$ cat src/verilog/gb_memory_map_pkg.sv
// ----------------------------------------------------------------------
// Address map of the CPU memory bus: region bounds, register addresses
// and the region codes the read selector captures with each read
// ----------------------------------------------------------------------
`default_nettype none

package gb_memory_map_pkg;

   typedef logic [15:0] addr_t;
   typedef logic [7:0]  data_t;

   // Internal work RAM
   localparam addr_t wram_start = 16'hC000;
   localparam addr_t wram_end   = 16'hDFFF;

   // Echo of work RAM, stops short of OAM
   localparam addr_t echo_start = 16'hE000;
   localparam addr_t echo_end   = 16'hFDFF;

   // Cartridge ROM space
   localparam addr_t cart_end        = 16'h7FFF;
   // First cartridge byte visible while the boot image is mapped
   localparam addr_t cart_start_boot = 16'h0104;

   // Memory mapped registers kept on this bus
   localparam addr_t mmio_if        = 16'hFF0F;
   localparam addr_t mmio_bootstrap = 16'hFF50;
   localparam addr_t mmio_ie        = 16'hFFFF;

   // Source of a read, registered on the read edge
   typedef enum logic [1:0] {
      region_boot,
      region_cart,
      region_internal,
      region_unmapped
   } read_region_t;

endpackage

`default_nettype wire

$ cat src/verilog/bus_read_select.sv
// ----------------------------------------------------------------------
// Read selector for the CPU bus
// Classifies each read as boot flash, cartridge, internal or unmapped,
// captures the external byte on the read edge and merges it with the
// work RAM and register results one cycle later
// ----------------------------------------------------------------------
`default_nettype none

module bus_read_select
   import gb_memory_map_pkg::*;
#(
   parameter addr_t boot_rom_end = 16'h0103
) (
   input  logic  clock,
   input  logic  reset,
   input  logic  mem_we,
   input  logic  mem_re,
   input  logic  boot_done,
   input  logic  ram_hit,
   input  logic  io_hit,
   input  addr_t addr,
   input  data_t boot_data,
   input  data_t cart_data,
   input  data_t ram_data,
   input  data_t io_data,
   output data_t rdata,
   output addr_t boot_addr
);

   logic         in_boot;
   logic         in_cart;
   logic         in_internal;
   logic         read_edge;
   read_region_t region;
   read_region_t region_q;
   data_t        ext_data;
   data_t        ext_q;

   assign read_edge = mem_re && !mem_we;

   // Flash covers the low bytes until the bootstrap bit is set
   assign in_boot = !boot_done && (addr < boot_rom_end);
   assign in_cart = (addr <= cart_end) && (boot_done || (addr >= cart_start_boot));

   assign in_internal = ((addr >= wram_start) && (addr <= wram_end))
                     || ((addr >= echo_start) && (addr <= echo_end))
                     || (addr == mmio_bootstrap)
                     || (addr == mmio_if)
                     || (addr == mmio_ie);

   always_comb begin
      if (in_boot) begin
         region = region_boot;
      end else if (in_cart) begin
         region = region_cart;
      end else if (in_internal) begin
         region = region_internal;
      end else begin
         region = region_unmapped;
      end
   end

   assign ext_data = in_boot ? boot_data : cart_data;

   always_ff @(posedge clock or posedge reset) begin
      if (reset) begin
         region_q <= region_unmapped;
      end else if (read_edge) begin
         region_q <= region;
      end
   end

   // External byte sampled with its region
   always_ff @(posedge clock) begin
      if (read_edge) begin
         ext_q <= ext_data;
      end
   end

   // Everything here comes from state captured on the last read
   always_comb begin
      case (region_q)
         region_boot, region_cart: begin
            rdata = ext_q;
         end
         region_internal: begin
            if (ram_hit) begin
               rdata = ram_data;
            end else if (io_hit) begin
               rdata = io_data;
            end else begin
               rdata = '0;
            end
         end
         default: begin
            rdata = '0;
         end
      endcase
   end

   assign boot_addr = addr;

endmodule

`default_nettype wire

$ cat config.mk
export PLATFORM = sky130hd
export DESIGN_NAME = bus_read_select
export DESIGN_NICKNAME = d
export VERILOG_FILES = /design/src/verilog/gb_memory_map_pkg.sv /design/src/verilog/bus_read_select.sv
export SDC_FILE = /design/constraint.sdc
export NUM_CORES = 1
export LEC_CHECK = 0
export ABC_CLOCK_PERIOD_IN_PS = 1500
export CAP_MARGIN = 20
export CORE_AREA = 2 2 45 47
export DETAILED_ROUTE_END_ITERATION = 16
export DIE_AREA = 0 0 47 49
export DONT_BUFFER_PORTS = 1
export GPL_ROUTABILITY_DRIVEN = 0
export HOLD_SLACK_MARGIN = 0.1
export PLACE_DENSITY = 0.6
export SLEW_MARGIN = 30
export SYNTH_ARGS = -nofsm -noshare
export SYNTH_HDL_FRONTEND = slang
export SYNTH_SLANG_ARGS = --single-unit
export TNS_END_PERCENT = 100
$ cat constraint.sdc
create_clock -name clock -period 1.5 [get_ports clock]
set_input_delay 0.15 -clock clock [delete_from_list [all_inputs] [get_ports clock]]
set_output_delay 0.15 -clock clock [all_outputs]
set_load 0.03 [all_outputs]
==> metrics.yaml <==
layout:
  antennaDiodeCount: 0
  final_util_pct: 56.2
  drive_gt1_share_pct: 41.8
  final_cells: 125
  area_growth_pct: 19.5
  finalNetCount: 154
  final_area_mm2: 0.00103
yosys:
  ys.flop_type: "edfxtp_1"
  ys_seq_area_share_pct: 33.8
  async_flop_share_pct: 20.0
  synth.most_common_cell: "buf_4"
  ys_top_cells_by_area: "edfxtp_1 (28%), buf_4 (14%), mux2_2 (10%)"
  netlist-cell-type-count: 27
  yosys-top-cells-count: "buf_4 (16), inv_1 (9), edfxtp_1 (8), mux2_2 (8), o22ai_1 (8)"
  synth_top_area_cell: "edfxtp_1"
  synth-seq-cells: 10
  synth.cell_area_um2: 866
  syn_avg_cell_area_um2: 9.41
  synth_top_area_share_pct: 27.7
  yosys_warnings: 0
  syn-num-nets: 147
  synth_cells: 92
  synth_edf_count: 8
floorplanning:
  dieArea_mm2: 0.00230
  start_util_pct: 47.0
  die_h_um: 49
  coreArea_mm2: 0.00184
  ios: 79
  die_x_um: 47
  rows: 16
route:
  drc: 0
  drtIter0Drc: 17
  vias: 722
  wl_um: 2030
  avgViaCountPerCell: 5.78
  avgRoutedWirePerCell_um: 16.3
  final_antenna_net_count: 0
  drt_first_pass_iters: 4
timing:
  hold_violations: 0
  fmax_mhz: 654
  fin_tns_setup_ns: -0.152
  slew_headroom_pct: 67.3
  rsz0062_at_grt: "yes"
  setup_ws_ns: -0.0288
  setup_viol: 8
  worst_slew_pin_slew_ns: 0.489
  fin_crit_ns: 1.53
  min_period_over_period_pct: 102
  fin_skew_ns: 0
  slew_viol_final: 0
clock_tree:
  htreeDepth: 1
  numCtsBuffers: 3
  cts_buffer_depth: 2
  cts.sinks: 10
  insertion_delay_ns: 0.25
  cts_tree: "yes"
  cts_root_buf: "clkbuf_4"
  cts.reportedPaths.clkPinSlew_ns: 0.06
global_route:
  grt_usage_pct: 16.5
  grt_pass1_wl_um: 2860
  antenna_found_initial: 0
  grt-ovfl-total: 0
  grt_max_degree: 11
  grt_pass1_vias: 677
setup_path:
  worstPathArrival_ns: 1.54
  critPathMaxStageDelay_ns: 0.54
  cp_slowest_cell: "or4_4"
  crit_type: "in -> reg"
  critPathCaptureType: "flop"
  worstPathRequired_ns: 1.51
  worstPathMaxFanout: 8
  cp_num_buf_inv: 0
  cp_top_family: "simple AND/OR/NAND/NOR gates"
  start_kind: "primary input"
  crit_chain: "or4_4 -> o41ai_4 -> nand2_4 -> mux2_2"
worst_hold_path:
  hold_path_class: "in -> reg"
power_and_ir_drop:
  ir_drop_mv: 0.531
  power_leakage_uw: 0.000400
  powerDensity_mw_per_mm2: 758
placement:
  post-place-ws_ns: -0.281
  dp.cells: 111
  port_buffers: 0
  placed_area_um2: 891
  dp_hpwl_um: 1600
outcome:
  violations: "negative setup slack"
  status: "finished, violations left"
run:
  maxCapViolCount: 0
## area by class of cell
type,count,area (um^2)
Multi-Input combinational cell,52,452
Timing Repair Buffer,23,196
Inverter,9,33.8
Fill cell,187,807
Clock buffer,4,26.3
Sequential cell,10,293
Tap cell,27,33.8
## power by group
part           internal, uW  leakage (uW)  switching (uW)
clock                   103     0.0000150            85.6
sequential              328     0.0000962            7.66
combinational           123      0.000289             137
## sequential cells by signal, summed over array words and instances, names as in the netlist
| register | cells |
|---|---|
| ext_q | 8 |
| region_q | 2 |
## timing repair
| item | 4_1_cts | 5_1_grt |
|---|---|---|
| endpoints found under the hold margin | 3 | 3 |
| pin swaps | 0 | 0 |
| hold buffers | 2 | 6 |
| endpoints found under the setup margin | 4 | 15 |
| setup buffers | 1 | 1 |
| gates resized for setup | 0 | 4 |
## path summary, 6_finish.rpt
check	from	endpoint	slack [ns]	cells after the start
max in group asynchronous	reset	region_q[1]$_DFFE_PP1P_	1.11	2
max reg2reg	region_q[1]$_DFFE_PP1P_	region_q[1]$_DFFE_PP1P_	0.54	3
min in group asynchronous	reset	region_q[0]$_DFFE_PP1P_	0.37	2
min	boot_data[2]	ext_q[2]$_DFFE_PP_	0.11	1
min reg2reg	region_q[0]$_DFFE_PP1P_	region_q[0]$_DFFE_PP1P_	0.63	1
max	addr[7]	ext_q[1]$_DFFE_PP_	-0.03	4
## metal layers
| metal | routed length [um] | vias to the layer above | GRT usage [%] |
|---|---|---|---|
| met1 | 873 | 341 | 22.4 |
| li1 | - | 339 | - |
| met3 | 183 | 0 | 4.07 |
| met2 | 975 | 42 | 25.8 |
| met5 | 0 | - | 0 |
| met4 | 0 | 0 | 4.17 |
## through the flow
| stage | power [uW] | hold WS (ns) |
|---|---|---|
| after CTS | 764 | 0.103 |
| after floorplan | 589 | 0.0615 |
| after detailed placement | 569 | 0.0775 |
| final | 784 | 0.111 |
| after global placement | 566 | 0.0685 |
| after global routing | 821 | 0.105 |
## kinds of logic after synthesis
| group | Yosys count | share of synthesized area, % |
|---|---|---|
| mux | 8 | 10.4 |
| flops | 10 | 33.8 |
| compound gates | 22 | 20.1 |
| simple gates | 22 | 15.8 |
| buf+inv | 30 | 19.9 |
## layout by cell type (no fill, tap or decap), drive strengths merged, types with 2 or more instances in the layout
| cell type | synthesis | layout |
|---|---|---|
| buf | 16 | 15 |
| inv | 9 | 9 |
| mux2 | 8 | 8 |
| edfxtp | 8 | 8 |
| dlygate4sd3 | 0 | 8 |
| o22ai | 8 | 8 |
| a22oi | 7 | 7 |
| clkbuf | 5 | 4 |
| or4 | 4 | 4 |
| nor2 | 3 | 3 |
| a21oi | 3 | 3 |
| nand2 | 3 | 3 |
| nor2b | 2 | 2 |
| nor3 | 2 | 2 |
| nand3 | 2 | 2 |
| nand4 | 2 | 2 |
| dfstp | 2 | 2 |
Power figures use the tool's default switching activity.
