File: src/verilog/gb_memory_map_pkg.sv
// ----------------------------------------------------------------------
// Address map of the CPU memory bus: region bounds, register addresses
// and the region codes the read selector captures with each read
// ----------------------------------------------------------------------
`default_nettype none

package gb_memory_map_pkg;

   typedef logic [15:0] addr_t;
   typedef logic [7:0]  data_t;

   // Internal work RAM
   localparam addr_t wram_start = 16'hC000;
   localparam addr_t wram_end   = 16'hDFFF;

   // Echo of work RAM, stops short of OAM
   localparam addr_t echo_start = 16'hE000;
   localparam addr_t echo_end   = 16'hFDFF;

   // Cartridge ROM space
   localparam addr_t cart_end        = 16'h7FFF;
   // First cartridge byte visible while the boot image is mapped
   localparam addr_t cart_start_boot = 16'h0104;

   // Memory mapped registers kept on this bus
   localparam addr_t mmio_if        = 16'hFF0F;
   localparam addr_t mmio_bootstrap = 16'hFF50;
   localparam addr_t mmio_ie        = 16'hFFFF;

   // Source of a read, registered on the read edge
   typedef enum logic [1:0] {
      region_boot,
      region_cart,
      region_internal,
      region_unmapped
   } read_region_t;

endpackage

`default_nettype wire

File: src/verilog/gb_interrupt_pkg.sv
// ----------------------------------------------------------------------
// Interrupt sources of the console, in IF/IE bit order
// Shared by the register block and anything that raises requests
// ----------------------------------------------------------------------
`default_nettype none

package gb_interrupt_pkg;

   localparam int int_count = 5;

   // One bit per source, same layout in IF and IE
   typedef logic [int_count-1:0] int_flags_t;

   // Bit positions, lowest index has highest priority in the CPU
   typedef enum logic [2:0] {
      int_vblank = 3'd0,
      int_lcdc   = 3'd1,
      int_timer  = 3'd2,
      int_serial = 3'd3,
      int_joypad = 3'd4
   } int_source_t;

endpackage

`default_nettype wire

File: src/verilog/io_registers.sv
// ----------------------------------------------------------------------
// Bootstrap, interrupt flag and interrupt enable registers
// Request pulses set IF bits that stay until the CPU writes IF; bit 0
// of the bootstrap register unmaps the boot flash for good
// ----------------------------------------------------------------------
`default_nettype none

module io_registers
   import gb_memory_map_pkg::*;
   import gb_interrupt_pkg::*;
(
   input  logic       clock,
   input  logic       reset,
   input  logic       mem_we,
   input  logic       mem_re,
   input  addr_t      addr,
   input  data_t      wdata,
   input  int_flags_t int_req,
   output logic       io_hit,
   output data_t      io_data,
   output int_flags_t int_flags,
   output int_flags_t int_enable,
   output logic       boot_done
);

   data_t      bootstrap;
   logic       sel_bootstrap;
   logic       sel_if;
   logic       sel_ie;
   logic       read_edge;
   int_flags_t req_masked;
   data_t      read_value;

   assign sel_bootstrap = (addr == mmio_bootstrap);
   assign sel_if        = (addr == mmio_if);
   assign sel_ie        = (addr == mmio_ie);
   assign read_edge     = mem_re && !mem_we;
   assign boot_done     = bootstrap[0];

   // No serial port here, so only a CPU write can raise that flag
   always_comb begin
      req_masked             = int_req;
      req_masked[int_serial] = 1'b0;
   end

   always_ff @(posedge clock or posedge reset) begin
      if (reset) begin
         bootstrap  <= '0;
         int_flags  <= '0;
         int_enable <= '0;
      end else begin
         if (mem_we && sel_bootstrap) begin
            bootstrap <= wdata;
         end
         // Same-cycle requests win over the written value
         if (mem_we && sel_if) begin
            int_flags <= wdata[int_count-1:0] | req_masked;
         end else begin
            int_flags <= int_flags | req_masked;
         end
         if (mem_we && sel_ie) begin
            int_enable <= wdata[int_count-1:0];
         end
      end
   end

   // Upper bits of IF and IE read as zero
   always_comb begin
      read_value = '0;
      if (sel_bootstrap) begin
         read_value = bootstrap;
      end else if (sel_if) begin
         read_value = data_t'(int_flags);
      end else if (sel_ie) begin
         read_value = data_t'(int_enable);
      end
   end

   always_ff @(posedge clock or posedge reset) begin
      if (reset) begin
         io_hit <= 1'b0;
      end else if (read_edge) begin
         io_hit <= sel_bootstrap || sel_if || sel_ie;
      end
   end

   always_ff @(posedge clock) begin
      if (read_edge) begin
         io_data <= read_value;
      end
   end

endmodule

`default_nettype wire

File: config.mk
export PLATFORM = sky130hd
export DESIGN_NAME = io_registers
export DESIGN_NICKNAME = d
export VERILOG_FILES = /design/src/verilog/gb_memory_map_pkg.sv /design/src/verilog/gb_interrupt_pkg.sv /design/src/verilog/io_registers.sv
export SDC_FILE = /design/constraint.sdc
export NUM_CORES = 1
export LEC_CHECK = 0
export ABC_CLOCK_PERIOD_IN_PS = 2700
export BUFFER_PORTS_ARGS = -buffer_cell sky130_fd_sc_hd__buf_2
export CAP_MARGIN = 20
export CORE_UTILIZATION = 50
export DETAILED_ROUTE_END_ITERATION = 6
export PLACE_DENSITY = 0.83
export SETUP_SLACK_MARGIN = 0.2
export SLEW_MARGIN = 10
export SYNTH_ARGS = -nofsm -noshare
export SYNTH_HDL_FRONTEND = slang
export SYNTH_SLANG_ARGS = --single-unit
File: constraint.sdc
create_clock -name clock -period 2.7 [get_ports clock]
set_input_delay 0.54 -clock clock [delete_from_list [all_inputs] [get_ports clock]]
set_output_delay 0.54 -clock clock [all_outputs]
set_load 0.03 [all_outputs]
==> results by group <==
Outcome
  • Status: complete, no violations

Timing
  • Worst slew pin tran: about 0.75 ns
  • Period utilization: 0.808
  • Slew HR: 0.497
  • RSZ-0062 raised after global routing: no
  • Setup slack after layout: 0.519 ns
  • Setup violations, final: 0
  • Max Clock Freq: ~0.46 GHz
  • Period minus WS final: 2.18 ns
  • Setup TNS: 0 ns
  • Clk_skew: about 0.0018 ns
  • Final-report max-slew violation count: 0
  • Final Hold Vio Count: 0

Layout
  • Post-Route Utilization: 0.699
  • Area grow syn2layout: 27.6%
  • Share of layout cells above drive strength 1: 0.510
  • Final nets: between 150 and 200
  • # diodes: 0
  • Number of fill cells: roughly 170

Routing
  • DR vias/cell: 5.70
  • Antenna-violating nets left: 0
  • Routed WL: ~2.7 mm
  • Per-cell routed wire length: roughly 15 µm
  • Iter 0 DRT Violations: 33
  • Vias: around 1.0k
  • DRC Markers: 0
  • Detailed Routing Iterations Pass 1: 5

Synthesis
  • Gate Count Post-Synth: 94
  • Top-count cell post-synth: dfrtp_1
  • Syn nets: between 100 and 150
  • Cell taking the most area after synthesis: dfrtp_1
  • Average size of a mapped cell: roughly 13 µm²
  • Yosys top cell area share: 0.382
  • Post-Synth Simple-Gate Area: 0.171
  • Mux cell area share after synthesis: 0.151
  • Synth cell types: 24
  • Synth Area in Adders: 0
  • Top cells by count, synth: 19 x dfrtp_1, 10 x nand2_1, 8 x edfxtp_1, 8 x mux2_4, 6 x mux2_2
  • XOR/XNOR share of the synthesized area: 0
  • Ys async rst share: 0.704
  • Post-synth top flop: dfrtp_1
  • Ranking of synthesized cells by area: dfrtp_1 38%, edfxtp_1 19%, mux2_4 9.6%
  • Flops & latches, synth: 27
  • Post-synthesis sequential area ratio: 0.574
  • Largest family of logic cells by synthesized area: simple AND/OR/NAND/NOR gates
  • Syn Std Cell Area: 1250 µm²
  • Synth Area in Compound Gates: 0.0803
  • Number of synthesized flops with an enable pin: 8
  • Yosys warns: 0

Power and ir drop
  • VDD IR-drop max: about 0.29 mV
  • Combinational share of power: 0.102
  • Total leakage power: roughly 0.8 nW
  • P_sw: approximately 160 µW
  • P_int: 509 µW
  • Pwr Density: around 420 nW/µm²
  • Sequential Power Share: 0.640
  • Total power after layout: 668 µW
  • Switching fraction of total power: 0.238
  • Share of total power in the clock network: 0.258

Floorplan
  • Core area: between 2000 and 2500 µm²
  • Io pins: 53
  • Die area: about 2700 µm²
  • Initial Util: 0.548
  • Die span in y: about 52 µm
  • # rows: 17
  • Die Wd: about 52 µm

Placement
  • DP Worst Slack: approximately 0.18 ns
  • DP HPWL: 2.07 mm
  • # port buffers: 51
  • RePlAce Congestion: roughly 0.79

Clock tree
  • Clk buf depth: 2
  • Setup bufs post-CTS: 0
  • Latest clock arrival within the worst-skew pair: ~0.32 ns
  • # H-tree levels: 1
  • Cts bufs inserted: 3
  • Clock transition at path regs: between 0.1 and 0.15 ns
  • # hold bufs at CTS: 0
  • Cts repair resizes: 0
  • Clock sink count: 27
  • Root Buffer: clkbuf_4
  • TritonCTS clock tree: done

Setup path
  • Crit Path Category: in2reg
  • Req. time, crit path: 2.92 ns
  • WP data arrival: approximately 2.4 ns
  • Crit path max fanout: 8
  • FF-to-FF setup slack: 1.65 ns
  • Critical Path Source Type: input pin
  • RR Endpoint: io_data[4]
  • R2R cell count: 2
  • CP Capture Type: register
  • Worst r2r src: int_enable[4]

Global routing
  • GR Util All Layers: 0.226
  • Initial antenna violation count: 0
  • Largest net degree at the start of global routing: 20
  • Number of global-route vias before repair: between 900 and 1k
  • Remaining Overflow, GRT: 0
  • Global-route wire length before repair: approximately 4.4 mm

Flow run
  • Max Cap Viol: 0

Min path
  • Hold Path Class: in2async
==> power by group through the flow <==
| stage | Combinational, mW | Clock [mW] | Sequential (mW) |
|---|---|---|---|
| after detailed placement | 0.0686 | 0 | 0.436 |
| after floorplan | 0.0162 | 0 | 0.448 |
| after CTS | 0.0686 | 0.176 | 0.428 |
| after global routing | 0.0741 | 0.192 | 0.429 |
| final | 0.0680 | 0.172 | 0.428 |
| after global placement | 0.0658 | 0 | 0.436 |
==> sequential cells by signal, summed over array words and instances, names as in the netlist <==
| register | count |
|---|---|
| io_data | 8 |
| int_flags | 5 |
| io_hit | 1 |
| int_enable | 5 |
| bootstrap | 8 |
==> worst max-delay path: stages <==
cell and delay, ns:
buf_2 0.08, nand4_2 0.19, or4b_4 0.61, or3_1 0.59
mux2_4 0.39
==> final cells by class <==
type	instances	area, µm²	area share
Multi-Input combinational cell	61	500	0.315
Tap cell	28	35.0	0.0220
Inverter	5	18.8	0.0118
Timing Repair Buffer	56	293	0.184
Sequential cell	27	716	0.450
Clock inverter	1	5.00	0.00315
Clock buffer	3	22.5	0.0142
==> kinds of logic (layout without fill, tap and decap cells) <==
| kind of cell | after synthesis | in the layout |
|---|---|---|
| mux | 14 | 14 |
| buf+inv | 6 | 65 |
| compound gates | 13 | 13 |
| simple gates | 34 | 34 |
| flops | 27 | 27 |
==> worst max path at each step <==
stage	to	depth (start not counted)	from
after CTS	bootstrap[7]	5	addr[15]
after floorplan	bootstrap[0]	5	addr[11]
after detailed placement	bootstrap[7]	5	addr[15]
final	bootstrap[3]	5	addr[14]
after global routing	bootstrap[3]	5	addr[14]
after global placement	bootstrap[6]	5	addr[14]
==> stage by stage <==
stage               hold slack (ns)  cell area [µm²]  instances
finish                        0.306             1590        181
global route                  0.337             1590        181
CTS                           0.322             1590        181
detailed placement            0.489             1560        177
global placement              0.471             1560        177
floorplan                     0.473             1250         94
==> cell usage in the layout (no fill, tap or decap) <==
cell type,instances
nor2b_1,1
nor4_1,2
or4b_4,1
a22oi_1,2
a41oi_1,4
edfxtp_1,8
or4_1,2
buf_4,5
dfrtp_1,19
nor3_1,1
nor4b_1,1
clkinv_2,1
and2_1,3
nor4_2,2
or4bb_1,1
clkbuf_4,3
inv_1,5
o21ai_0,4
or3_1,2
nor2_1,4
mux2_4,8
mux2_2,6
a222oi_1,3
nand4_1,3
nand2_1,10
buf_2,51
nand4_2,1
==> layer usage <==
metal | GRT usage | up-vias | part of all wire
li1 | - | 483 | -
met1 | 0.284 | 481 | 0.42
met2 | 0.391 | 61 | 0.49
met3 | 0.0205 | 7 | 0.068
met4 | 0.0991 | 0 | 0.024
met5 | 0 | - | 0
No activity file was read; power rests on OpenSTA's default activity.
